File: src/axi_bridge_pkg.sv
package axi_bridge_pkg;

    localparam int ADDR_W     = 32;
    localparam int DATA_W     = 32;
    localparam int LINE_WORDS = 16;
    localparam int LINE_W     = LINE_WORDS * DATA_W;
    localparam int BEAT_CNT_W = 4;

    localparam logic [3:0] BURST_LEN = 4'd15; // 16 beats per line
    localparam logic [3:0] ICACHE_ID = 4'd0;
    localparam logic [3:0] DCACHE_ID = 4'd1;
    localparam logic [2:0] SIZE_WORD = 3'b010;

    typedef logic [LINE_W-1:0] line_t;

    typedef struct packed {
        logic              ic_refill;
        logic [ADDR_W-1:0] ic_addr;
        logic              dc_refill;
        logic [ADDR_W-1:0] dc_addr;
        logic              dc_wback;
        logic [ADDR_W-1:0] dc_wb_addr;
        line_t             dc_wb_line;
        logic              unc_en;
        logic              unc_wen;
        logic [3:0]        unc_sel; // byte select
        logic [ADDR_W-1:0] unc_addr;
        logic [DATA_W-1:0] unc_wdata;
    } cache_req_t;

    typedef struct packed {
        logic [ADDR_W-1:0] addr;
        logic [3:0]        len;
        logic [2:0]        size;
        logic [3:0]        id;
        logic              is_line;
    } rd_cmd_t;

    typedef struct packed {
        logic [ADDR_W-1:0] addr;
        logic [3:0]        len;
        logic [2:0]        size;
        logic [3:0]        strb;
        line_t             line; // single word sits in the low bits
        logic              is_line;
    } wr_cmd_t;

    typedef enum logic [1:0] {S_IDLE, S_ISSUE, S_WAIT_ENGINES, S_RESPOND} sched_state_e;
    typedef enum logic [1:0] {R_IDLE, R_ADDR, R_DATA} rd_state_e;
    typedef enum logic [1:0] {W_IDLE, W_ADDR, W_DATA, W_RESP} wr_state_e;

    function automatic logic [2:0] sel_to_size(input logic [3:0] sel);
        case (sel)
            4'b0001, 4'b0010, 4'b0100, 4'b1000: return 3'b000;
            4'b0011, 4'b1100: return 3'b001;
            default: return SIZE_WORD; // odd masks go out as a full word
        endcase
    endfunction

endpackage

File: src/request_scheduler.sv
`timescale 1ns/1ps

module request_scheduler (
    input  logic                                clk,
    input  logic                                rstn,
    input  axi_bridge_pkg::cache_req_t          req,
    input  logic                                req_valid,
    output logic                                req_ready,
    output axi_bridge_pkg::rd_cmd_t             rd_cmd,
    output logic                                rd_cmd_valid,
    input  logic                                rd_cmd_ready,
    input  logic                                rd_done,
    input  axi_bridge_pkg::line_t               rd_line,
    output axi_bridge_pkg::wr_cmd_t             wr_cmd,
    output logic                                wr_cmd_valid,
    input  logic                                wr_cmd_ready,
    input  logic                                wr_done,
    output logic                                icache_refresh,
    output axi_bridge_pkg::line_t               icache_line,
    output logic                                dcache_refresh,
    output axi_bridge_pkg::line_t               dcache_line,
    output logic                                uncache_refresh,
    output logic [axi_bridge_pkg::DATA_W-1:0]   uncache_rdata
);
    import axi_bridge_pkg::*;

    sched_state_e state;
    sched_state_e state_nxt;
    cache_req_t   req_q;
    logic         wr_todo;  // write command not yet taken
    logic         ic_todo;
    logic         dc_todo;  // dcache refill or uncached read
    logic         wr_busy;
    logic         rd_busy;
    logic         rd_is_ic; // owner of the read in flight
    logic         rd_as_line;
    logic         unc_rd;
    logic         all_done;
    line_t        ic_buf;
    line_t        dc_buf;
    line_t        ic_data;
    line_t        dc_data;

    assign unc_rd     = req_q.unc_en & ~req_q.unc_wen;
    assign all_done   = (~wr_busy | wr_done) & (~rd_busy | rd_done);
    assign rd_as_line = ic_todo | req_q.dc_refill;

    // a line returned this very cycle bypasses its buffer
    assign ic_data = (rd_done & rd_is_ic) ? rd_line : ic_buf;
    assign dc_data = (rd_done & ~rd_is_ic) ? rd_line : dc_buf;

    always_comb begin
        wr_cmd.addr    = req_q.dc_wback ? req_q.dc_wb_addr : req_q.unc_addr;
        wr_cmd.len     = req_q.dc_wback ? BURST_LEN : 4'd0;
        wr_cmd.size    = req_q.dc_wback ? SIZE_WORD : sel_to_size(req_q.unc_sel);
        wr_cmd.strb    = req_q.dc_wback ? 4'hf : req_q.unc_sel;
        wr_cmd.line    = req_q.dc_wback ? req_q.dc_wb_line : line_t'(req_q.unc_wdata);
        wr_cmd.is_line = req_q.dc_wback;
        rd_cmd.addr    = ic_todo ? req_q.ic_addr :
                         (req_q.dc_refill ? req_q.dc_addr : req_q.unc_addr);
        rd_cmd.len     = rd_as_line ? BURST_LEN : 4'd0;
        rd_cmd.size    = rd_as_line ? SIZE_WORD : sel_to_size(req_q.unc_sel);
        rd_cmd.id      = ic_todo ? ICACHE_ID : DCACHE_ID;
        rd_cmd.is_line = rd_as_line;
    end

    assign wr_cmd_valid = (state == S_ISSUE) & wr_todo;
    assign rd_cmd_valid = (state == S_ISSUE) & ~wr_todo & (ic_todo | dc_todo) & ~rd_busy;

    always_comb begin
        state_nxt = state;
        case (state)
            S_IDLE:         if (req_valid && req_ready) state_nxt = S_ISSUE;
            S_ISSUE:        if (!wr_todo && !ic_todo && !dc_todo) state_nxt = S_WAIT_ENGINES;
            S_WAIT_ENGINES: if (all_done) state_nxt = S_RESPOND;
            default:        state_nxt = S_IDLE;
        endcase
    end

    always_ff @(posedge clk) begin
        if (!rstn) begin
            state     <= S_IDLE;
            req_ready <= 1'b0;
            wr_todo   <= 1'b0;
            ic_todo   <= 1'b0;
            dc_todo   <= 1'b0;
            wr_busy   <= 1'b0;
            rd_busy   <= 1'b0;
            rd_is_ic  <= 1'b0;
        end else begin
            state     <= state_nxt;
            req_ready <= (state_nxt == S_IDLE);
            if (req_valid && req_ready) begin
                wr_todo <= req.dc_wback | (req.unc_en & req.unc_wen);
                ic_todo <= req.ic_refill;
                dc_todo <= req.dc_refill | (req.unc_en & ~req.unc_wen);
            end
            if (wr_cmd_valid && wr_cmd_ready) begin
                wr_todo <= 1'b0;
                wr_busy <= 1'b1;
            end else if (wr_done) begin
                wr_busy <= 1'b0;
            end
            if (rd_cmd_valid && rd_cmd_ready) begin
                rd_busy  <= 1'b1;
                rd_is_ic <= ic_todo;
                if (ic_todo) ic_todo <= 1'b0;
                else dc_todo <= 1'b0;
            end else if (rd_done) begin
                rd_busy <= 1'b0;
            end
        end
    end

    always_ff @(posedge clk) begin
        if (req_valid && req_ready) req_q <= req;
        if (rd_done && rd_is_ic) ic_buf <= rd_line;
        if (rd_done && !rd_is_ic) dc_buf <= rd_line;
        if (state == S_WAIT_ENGINES && all_done) begin
            if (req_q.ic_refill) icache_line <= ic_data;
            if (req_q.dc_refill) dcache_line <= dc_data;
            if (unc_rd) uncache_rdata <= dc_data[DATA_W-1:0];
        end
    end

    assign icache_refresh  = (state == S_RESPOND) & req_q.ic_refill;
    assign dcache_refresh  = (state == S_RESPOND) & req_q.dc_refill; // writeback alone is silent
    assign uncache_refresh = (state == S_RESPOND) & req_q.unc_en;

    a_accept_idle: assert property (@(posedge clk) disable iff (!rstn)
        (req_valid && req_ready) |-> (state == S_IDLE && !wr_busy && !rd_busy));

endmodule

File: src/read_engine.sv
`timescale 1ns/1ps

module read_engine (
    input  logic                                clk,
    input  logic                                rstn,
    input  axi_bridge_pkg::rd_cmd_t             rd_cmd,
    input  logic                                rd_cmd_valid,
    output logic                                rd_cmd_ready,
    output logic                                rd_done,
    output axi_bridge_pkg::line_t               rd_line,
    output logic [3:0]                          arid,
    output logic [axi_bridge_pkg::ADDR_W-1:0]   araddr,
    output logic [3:0]                          arlen,
    output logic [2:0]                          arsize,
    output logic                                arvalid,
    input  logic                                arready,
    input  logic [axi_bridge_pkg::DATA_W-1:0]   rdata,
    input  logic                                rlast,
    input  logic                                rvalid,
    output logic                                rready
);
    import axi_bridge_pkg::*;

    rd_state_e             state;
    rd_cmd_t               cmd_q;
    logic [BEAT_CNT_W-1:0] beat; // word offset of the next beat
    logic                  beat_fire;

    assign rd_cmd_ready = (state == R_IDLE);
    assign beat_fire    = rvalid & rready;

    assign arid   = cmd_q.id;
    assign araddr = cmd_q.addr;
    assign arlen  = cmd_q.len;
    assign arsize = cmd_q.size;

    always_ff @(posedge clk) begin
        if (!rstn) begin
            state   <= R_IDLE;
            arvalid <= 1'b0;
            rready  <= 1'b0;
            rd_done <= 1'b0;
            beat    <= '0;
        end else begin
            rd_done <= 1'b0;
            case (state)
                R_IDLE: begin
                    if (rd_cmd_valid) begin
                        arvalid <= 1'b1;
                        state   <= R_ADDR;
                    end
                end
                R_ADDR: begin
                    if (arready) begin
                        arvalid <= 1'b0;
                        rready  <= 1'b1;
                        beat    <= '0;
                        state   <= R_DATA;
                    end
                end
                default: begin
                    if (beat_fire) begin
                        beat <= beat + 1'b1;
                        if (rlast) begin
                            rready  <= 1'b0;
                            rd_done <= 1'b1;
                            state   <= R_IDLE;
                        end
                    end
                end
            endcase
        end
    end

    always_ff @(posedge clk) begin
        if (rd_cmd_valid && rd_cmd_ready) cmd_q <= rd_cmd;
        if (beat_fire) rd_line[beat*DATA_W +: DATA_W] <= rdata;
    end

    a_rlast_beat15: assert property (@(posedge clk) disable iff (!rstn)
        (beat_fire && cmd_q.is_line) |-> (rlast == (beat == BEAT_CNT_W'(LINE_WORDS - 1))));

endmodule

File: src/write_engine.sv
`timescale 1ns/1ps

module write_engine (
    input  logic                                clk,
    input  logic                                rstn,
    input  axi_bridge_pkg::wr_cmd_t             wr_cmd,
    input  logic                                wr_cmd_valid,
    output logic                                wr_cmd_ready,
    output logic                                wr_done,
    output logic [axi_bridge_pkg::ADDR_W-1:0]   awaddr,
    output logic [3:0]                          awlen,
    output logic [2:0]                          awsize,
    output logic                                awvalid,
    input  logic                                awready,
    output logic [axi_bridge_pkg::DATA_W-1:0]   wdata,
    output logic [3:0]                          wstrb,
    output logic                                wlast,
    output logic                                wvalid,
    input  logic                                wready,
    input  logic                                bvalid,
    output logic                                bready
);
    import axi_bridge_pkg::*;

    wr_state_e             state;
    wr_cmd_t               cmd_q;
    logic [BEAT_CNT_W-1:0] beat; // word on the bus now
    logic [BEAT_CNT_W-1:0] beat_nxt;

    assign wr_cmd_ready = (state == W_IDLE);
    assign beat_nxt     = beat + 1'b1;

    assign awaddr = cmd_q.addr;
    assign awlen  = cmd_q.len;
    assign awsize = cmd_q.size;
    assign wstrb  = cmd_q.is_line ? 4'hf : cmd_q.strb;

    always_ff @(posedge clk) begin
        if (!rstn) begin
            state   <= W_IDLE;
            awvalid <= 1'b0;
            wvalid  <= 1'b0;
            wlast   <= 1'b0;
            bready  <= 1'b0;
            wr_done <= 1'b0;
            beat    <= '0;
        end else begin
            wr_done <= 1'b0;
            case (state)
                W_IDLE: begin
                    if (wr_cmd_valid) begin
                        awvalid <= 1'b1;
                        state   <= W_ADDR;
                    end
                end
                W_ADDR: begin
                    if (awready) begin
                        awvalid <= 1'b0;
                        wvalid  <= 1'b1;
                        wlast   <= (cmd_q.len == 4'd0);
                        beat    <= '0;
                        state   <= W_DATA;
                    end
                end
                W_DATA: begin
                    if (wready) begin
                        if (wlast) begin
                            wvalid <= 1'b0;
                            wlast  <= 1'b0;
                            bready <= 1'b1;
                            state  <= W_RESP;
                        end else begin
                            wlast <= (beat_nxt == cmd_q.len);
                            beat  <= beat_nxt;
                        end
                    end
                end
                default: begin
                    if (bvalid) begin
                        bready  <= 1'b0;
                        wr_done <= 1'b1;
                        state   <= W_IDLE;
                    end
                end
            endcase
        end
    end

    always_ff @(posedge clk) begin
        if (wr_cmd_valid && wr_cmd_ready) cmd_q <= wr_cmd;
        if (state == W_ADDR && awready) wdata <= cmd_q.line[DATA_W-1:0];
        else if (state == W_DATA && wready && !wlast)
            wdata <= cmd_q.line[beat_nxt*DATA_W +: DATA_W];
    end

    a_w_hold: assert property (@(posedge clk) disable iff (!rstn)
        (wvalid && !wready) |=> (wvalid && $stable(wdata)));

endmodule

File: src/axi_bridge_top.sv
`timescale 1ns/1ps

module axi_bridge_top (
    input  logic                                clk,
    input  logic                                rstn,
    input  axi_bridge_pkg::cache_req_t          req,
    input  logic                                req_valid,
    output logic                                req_ready,
    output logic                                icache_refresh,
    output axi_bridge_pkg::line_t               icache_line,
    output logic                                dcache_refresh,
    output axi_bridge_pkg::line_t               dcache_line,
    output logic                                uncache_refresh,
    output logic [axi_bridge_pkg::DATA_W-1:0]   uncache_rdata,
    output logic [3:0]                          arid,
    output logic [axi_bridge_pkg::ADDR_W-1:0]   araddr,
    output logic [3:0]                          arlen,
    output logic [2:0]                          arsize,
    output logic                                arvalid,
    input  logic                                arready,
    input  logic [axi_bridge_pkg::DATA_W-1:0]   rdata,
    input  logic                                rlast,
    input  logic                                rvalid,
    output logic                                rready,
    output logic [axi_bridge_pkg::ADDR_W-1:0]   awaddr,
    output logic [3:0]                          awlen,
    output logic [2:0]                          awsize,
    output logic                                awvalid,
    input  logic                                awready,
    output logic [axi_bridge_pkg::DATA_W-1:0]   wdata,
    output logic [3:0]                          wstrb,
    output logic                                wlast,
    output logic                                wvalid,
    input  logic                                wready,
    input  logic                                bvalid,
    output logic                                bready
);
    import axi_bridge_pkg::*;

    rd_cmd_t rd_cmd;
    wr_cmd_t wr_cmd;
    line_t   rd_line;
    logic    rd_cmd_valid;
    logic    rd_cmd_ready;
    logic    rd_done;
    logic    wr_cmd_valid;
    logic    wr_cmd_ready;
    logic    wr_done;

    request_scheduler u_sched (.*);

    read_engine u_rd (.*);

    write_engine u_wr (.*);

endmodule

File: config.mk
export PLATFORM = sky130hd
export DESIGN_NAME = axi_bridge_top
export DESIGN_NICKNAME = d
export VERILOG_FILES = /design/src/axi_bridge_pkg.sv /design/src/request_scheduler.sv /design/src/read_engine.sv /design/src/write_engine.sv /design/src/axi_bridge_top.sv
export SDC_FILE = /design/constraint.sdc
export NUM_CORES = 2
export LEC_CHECK = 0
export ABC_CLOCK_PERIOD_IN_PS = 36000
export BUFFER_PORTS_ARGS = -buffer_cell sky130_fd_sc_hd__buf_2
export CORE_ASPECT_RATIO = 0.7
export CORE_MARGIN = 2
export CORE_UTILIZATION = 25
export DETAILED_ROUTE_END_ITERATION = 16
export PLACE_DENSITY = 0.51
export SKIP_CTS_REPAIR_TIMING = 1
export SLEW_MARGIN = 40
export SYNTH_ARGS = -nofsm -noshare
export SYNTH_HDL_FRONTEND = slang
export SYNTH_SLANG_ARGS = --single-unit
File: constraint.sdc
create_clock -name clk -period 36 [get_ports clk]
set_input_delay 9 -clock clk [delete_from_list [all_inputs] [get_ports clk]]
set_output_delay 9 -clock clk [all_outputs]
set_load 0.005 [all_outputs]
==> results by group <==
Run status
  • Result of the run: complete, no violations

STA
  • Max frequency: 76.6 MHz
  • Slew at the pin with the worst max-slew slack: 0.931 ns
  • Fin. max-slew vios: 0
  • Slew headroom: 37.5%
  • Total negative slack for setup checks: 0 ns
  • Count of endpoints failing setup in the final report: 0
  • Clock tree skew after final layout: about 0.16 ns
  • Time the worst path needs with I/O delays and setup: between 10 and 15 ns
  • Period utilisation layout: a little over a third
  • Unrepaired setup endpoints after global routing: no
  • Final hold vios: 0

Route
  • Routed vias: approximately 80000
  • Final wirelength: approximately 560000 µm
  • First-pass iteration count of the detailed router: 5
  • Via density per instance: between 4 and 5
  • Wire length per cell after detailed routing: 30.5 µm
  • Routed Antenna Nets: 0
  • Number of DRC markers after the initial detailed-route iteration: 10100
  • DR DRC count: 0

Synth
  • Flip-flop and latch count after synthesis: ~4000
  • Post-synth top cells: sky130_fd_sc_hd__edfxtp_1, sky130_fd_sc_hd__nand2_1, sky130_fd_sc_hd__and2_1
  • Count of mapped cells out of synthesis: 8185
  • Synth top area cells: sky130_fd_sc_hd__edfxtp_1, sky130_fd_sc_hd__nand2_1, sky130_fd_sc_hd__mux2_2
  • Post-synthesis cell area: around 140000 µm²
  • Async set or reset register ratio after synthesis: 0%
  • Area fraction of the dominant cell type after synthesis: about four fifths
  • Primary FF master, synth: sky130_fd_sc_hd__edfxtp_1
  • Yosys warning total: 0
  • Average instance area after synthesis: 17.5 µm²
  • Number of flops mapped to enable cells by yosys: a little under 4000
  • Synth area leader: sky130_fd_sc_hd__edfxtp_1
  • Yosys cell types: 59
  • Most frequent cell after synthesis: sky130_fd_sc_hd__edfxtp_1
  • Proportion of synthesized chip area in sequential cells: 81.9%

Global routing
  • Final global-route overflow total: 0
  • Pin count of the biggest net entering global routing: between 200 and 250
  • GRT Util Overall: 18.3%
  • Initial antenna violation count: 214
  • Global-route wire length before repair: 712000 µm
  • Number of global-route vias before repair: ~74000

Die
  • Number of rows created at floorplan: ~230
  • Chip width: around 910 µm
  • Area of the core region: 571000 µm²
  • Die boundary height: 638 µm
  • Area enclosed by the die boundary: between 500000 and 600000 µm²
  • Top-Level Pins: about 1900
  • Effective utilization at floorplan: between 20% and 30%

Setup path
  • Endpoint type of the worst setup path: flop
  • Data required, critical path: roughly 37 ns
  • R2R Path Start: u_rd.rd_done
  • Largest fanout on the critical path: 84
  • Worst Path Class, Setup: primary input to flop
  • R2R setup slack: between 30 and 40 ns
  • Arrival time reported for the critical path endpoint: around 14 ns
  • CP startpoint: req_valid
  • Startpoint types: primary input

Clock tree
  • Clock sink total: 3921
  • Buffers from clock root to sink, at most: 4
  • Clock transition at the registers of the reported paths: 0.07 ns
  • CTS tree: built
  • CTS HTree Levels: 5
  • Root buf cell: sky130_fd_sc_hd__clkbuf_16
  • Number of buffers added by the clock tree synthesis step: around 390
  • Clk_lat worst skew: about 1.1 ns

Finish
  • Layout cells sized above 1: about a third
  • Final Instance Area: 175000 µm²
  • Final layout net count: roughly 11000
  • Area delta synth->final: 22.3%

Power and ir drop
  • Total power density per cell area: between 50 and 60 nW/µm²
  • Leakage power summed over all cells: approximately 61 nW
  • Peak ir drop on the vdd network: around 46 µV

Place
  • Number of port buffers: 1900
  • HPWL after detailed placement: around 400000 µm
  • Instance area after placement: around 160000 µm²
  • Final RePlAce weighted congestion: approximately 0.90

Hold path
  • Hold Crit Class: flop to flop
  • Startpoint of the lowest-slack hold path: u_rd.rd_line[265]

Job
  • Count of max-cap constraint violations: 0
path summary, 6_finish.rpt:
path	depth (start not counted)	to
hold / removal	0	u_sched.ic_buf[265]
setup reg to reg	7	u_sched.icache_line[146]
setup / recovery	8	u_sched.req_q[434]
hold reg to reg	0	u_sched.ic_buf[265]
critical path, cell delays in order:
cell                       delay (ns)
sky130_fd_sc_hd__buf_2           0.18
sky130_fd_sc_hd__nand2_1         0.23
sky130_fd_sc_hd__inv_8           0.36
sky130_fd_sc_hd__buf_4           0.68
sky130_fd_sc_hd__buf_4           0.69
sky130_fd_sc_hd__buf_6           0.64
sky130_fd_sc_hd__clkbuf_8        0.75
sky130_fd_sc_hd__buf_4           0.70
metal layers:
metal  routed length (µm)  track usage [%]  share of wire [%]
met5                  170                0              0.031
met4                28700             8.07                5.2
met3                37300             2.92                6.7
met2               273000             30.9                 49
met1               218000             23.2                 39
flip-flops by register name, indices dropped and copies added, names as in the netlist, 2 cells and up:
signal and cells:
u_sched.state 2, u_rd.arsize 2, u_wr.beat 4, u_rd.rd_line 512, u_wr.state 2, u_rd.state 2
u_sched.uncache_rdata 32, u_sched.dcache_line 512, u_rd.araddr 32, u_wr.awsize 2, u_wr.wdata 32, u_sched.dc_buf 512
u_wr.awaddr 32, u_sched.icache_line 512, u_wr.cmd_q 516, u_sched.ic_buf 512, u_rd.beat 4, u_sched.req_q 680
through the flow:
step | std cells | util, % | power (mW) | setup slack [ns] | hold slack [ns]
6_report | 18200 | 30.7 | 10.1 | 22.94 | 0.397
5_1_grt | 18200 | 30.7 | 10.4 | 22.71 | 0.416
4_1_cts | 18100 | 30.7 | 10.2 | 23.02 | 0.398
3_5_place_dp | 17400 | 28.5 | 6.08 | 21.89 | 0.449
3_3_place_gp | 17400 | 28.4 | 6.08 | 21.43 | 0.448
2_1_floorplan | 8189 | - | 5.81 | 11.59 | 0.424
cell families after synthesis:
group | count (synthesis) | synth area share [%]
muxes | 737 | 6.76
other | 1 | 0.00261
and+or+nand+nor | 2959 | 9.29
AOI/OAI and AO/OA | 117 | 0.564
xor gates and xnor gates | 7 | 0.0532
adders and majority gates | 10 | 0.0872
DFF | 3921 | 81.9
buffers and inverters | 433 | 1.37
cell usage in the layout (no fill, tap or decap), drive strengths merged, types with 2 or more instances in the layout:
cell	n
a211oi	2
a21o	2
a21oi	21
a22oi	2
a31oi	4
and2	746
and3	6
and3b	4
buf	2055
bufinv	33
clkbuf	453
clkinv	189
clkinvlp	22
conb	5
dfxtp	29
diode	107
edfxtp	3892
ha	10
inv	27
mux2	576
mux2i	33
mux4	128
nand2	1787
nand2b	6
nand3	9
nand3b	3
nand4	65
nor2	287
nor2b	10
nor3	14
nor3b	2
nor4	3
o211a	32
o211ai	3
o21a	2
o21ai	40
or2	11
xnor2	3
xor2	4
layout make-up:
type                            count  area [µm²]
Clock buffer                      452        9970
Sequential cell                  3921      117000
Timing Repair Buffer             2056       11200
Clock inverter                    256        2660
Tap cell                         7605        9520
Fill cell                       56300      396000
Inverter                           15        90.1
Antenna cell                      107         268
Multi-Input combinational cell   3835       24300
power by group:
group	switching (mW)	internal [mW]	leakage, nW	total [mW]
logic	0.426	0.170	19.3	0.596
clock network	1.89	2.24	6.09	4.13
registers	0.110	5.27	35.3	5.38
Power figures use the tool's default switching activity.
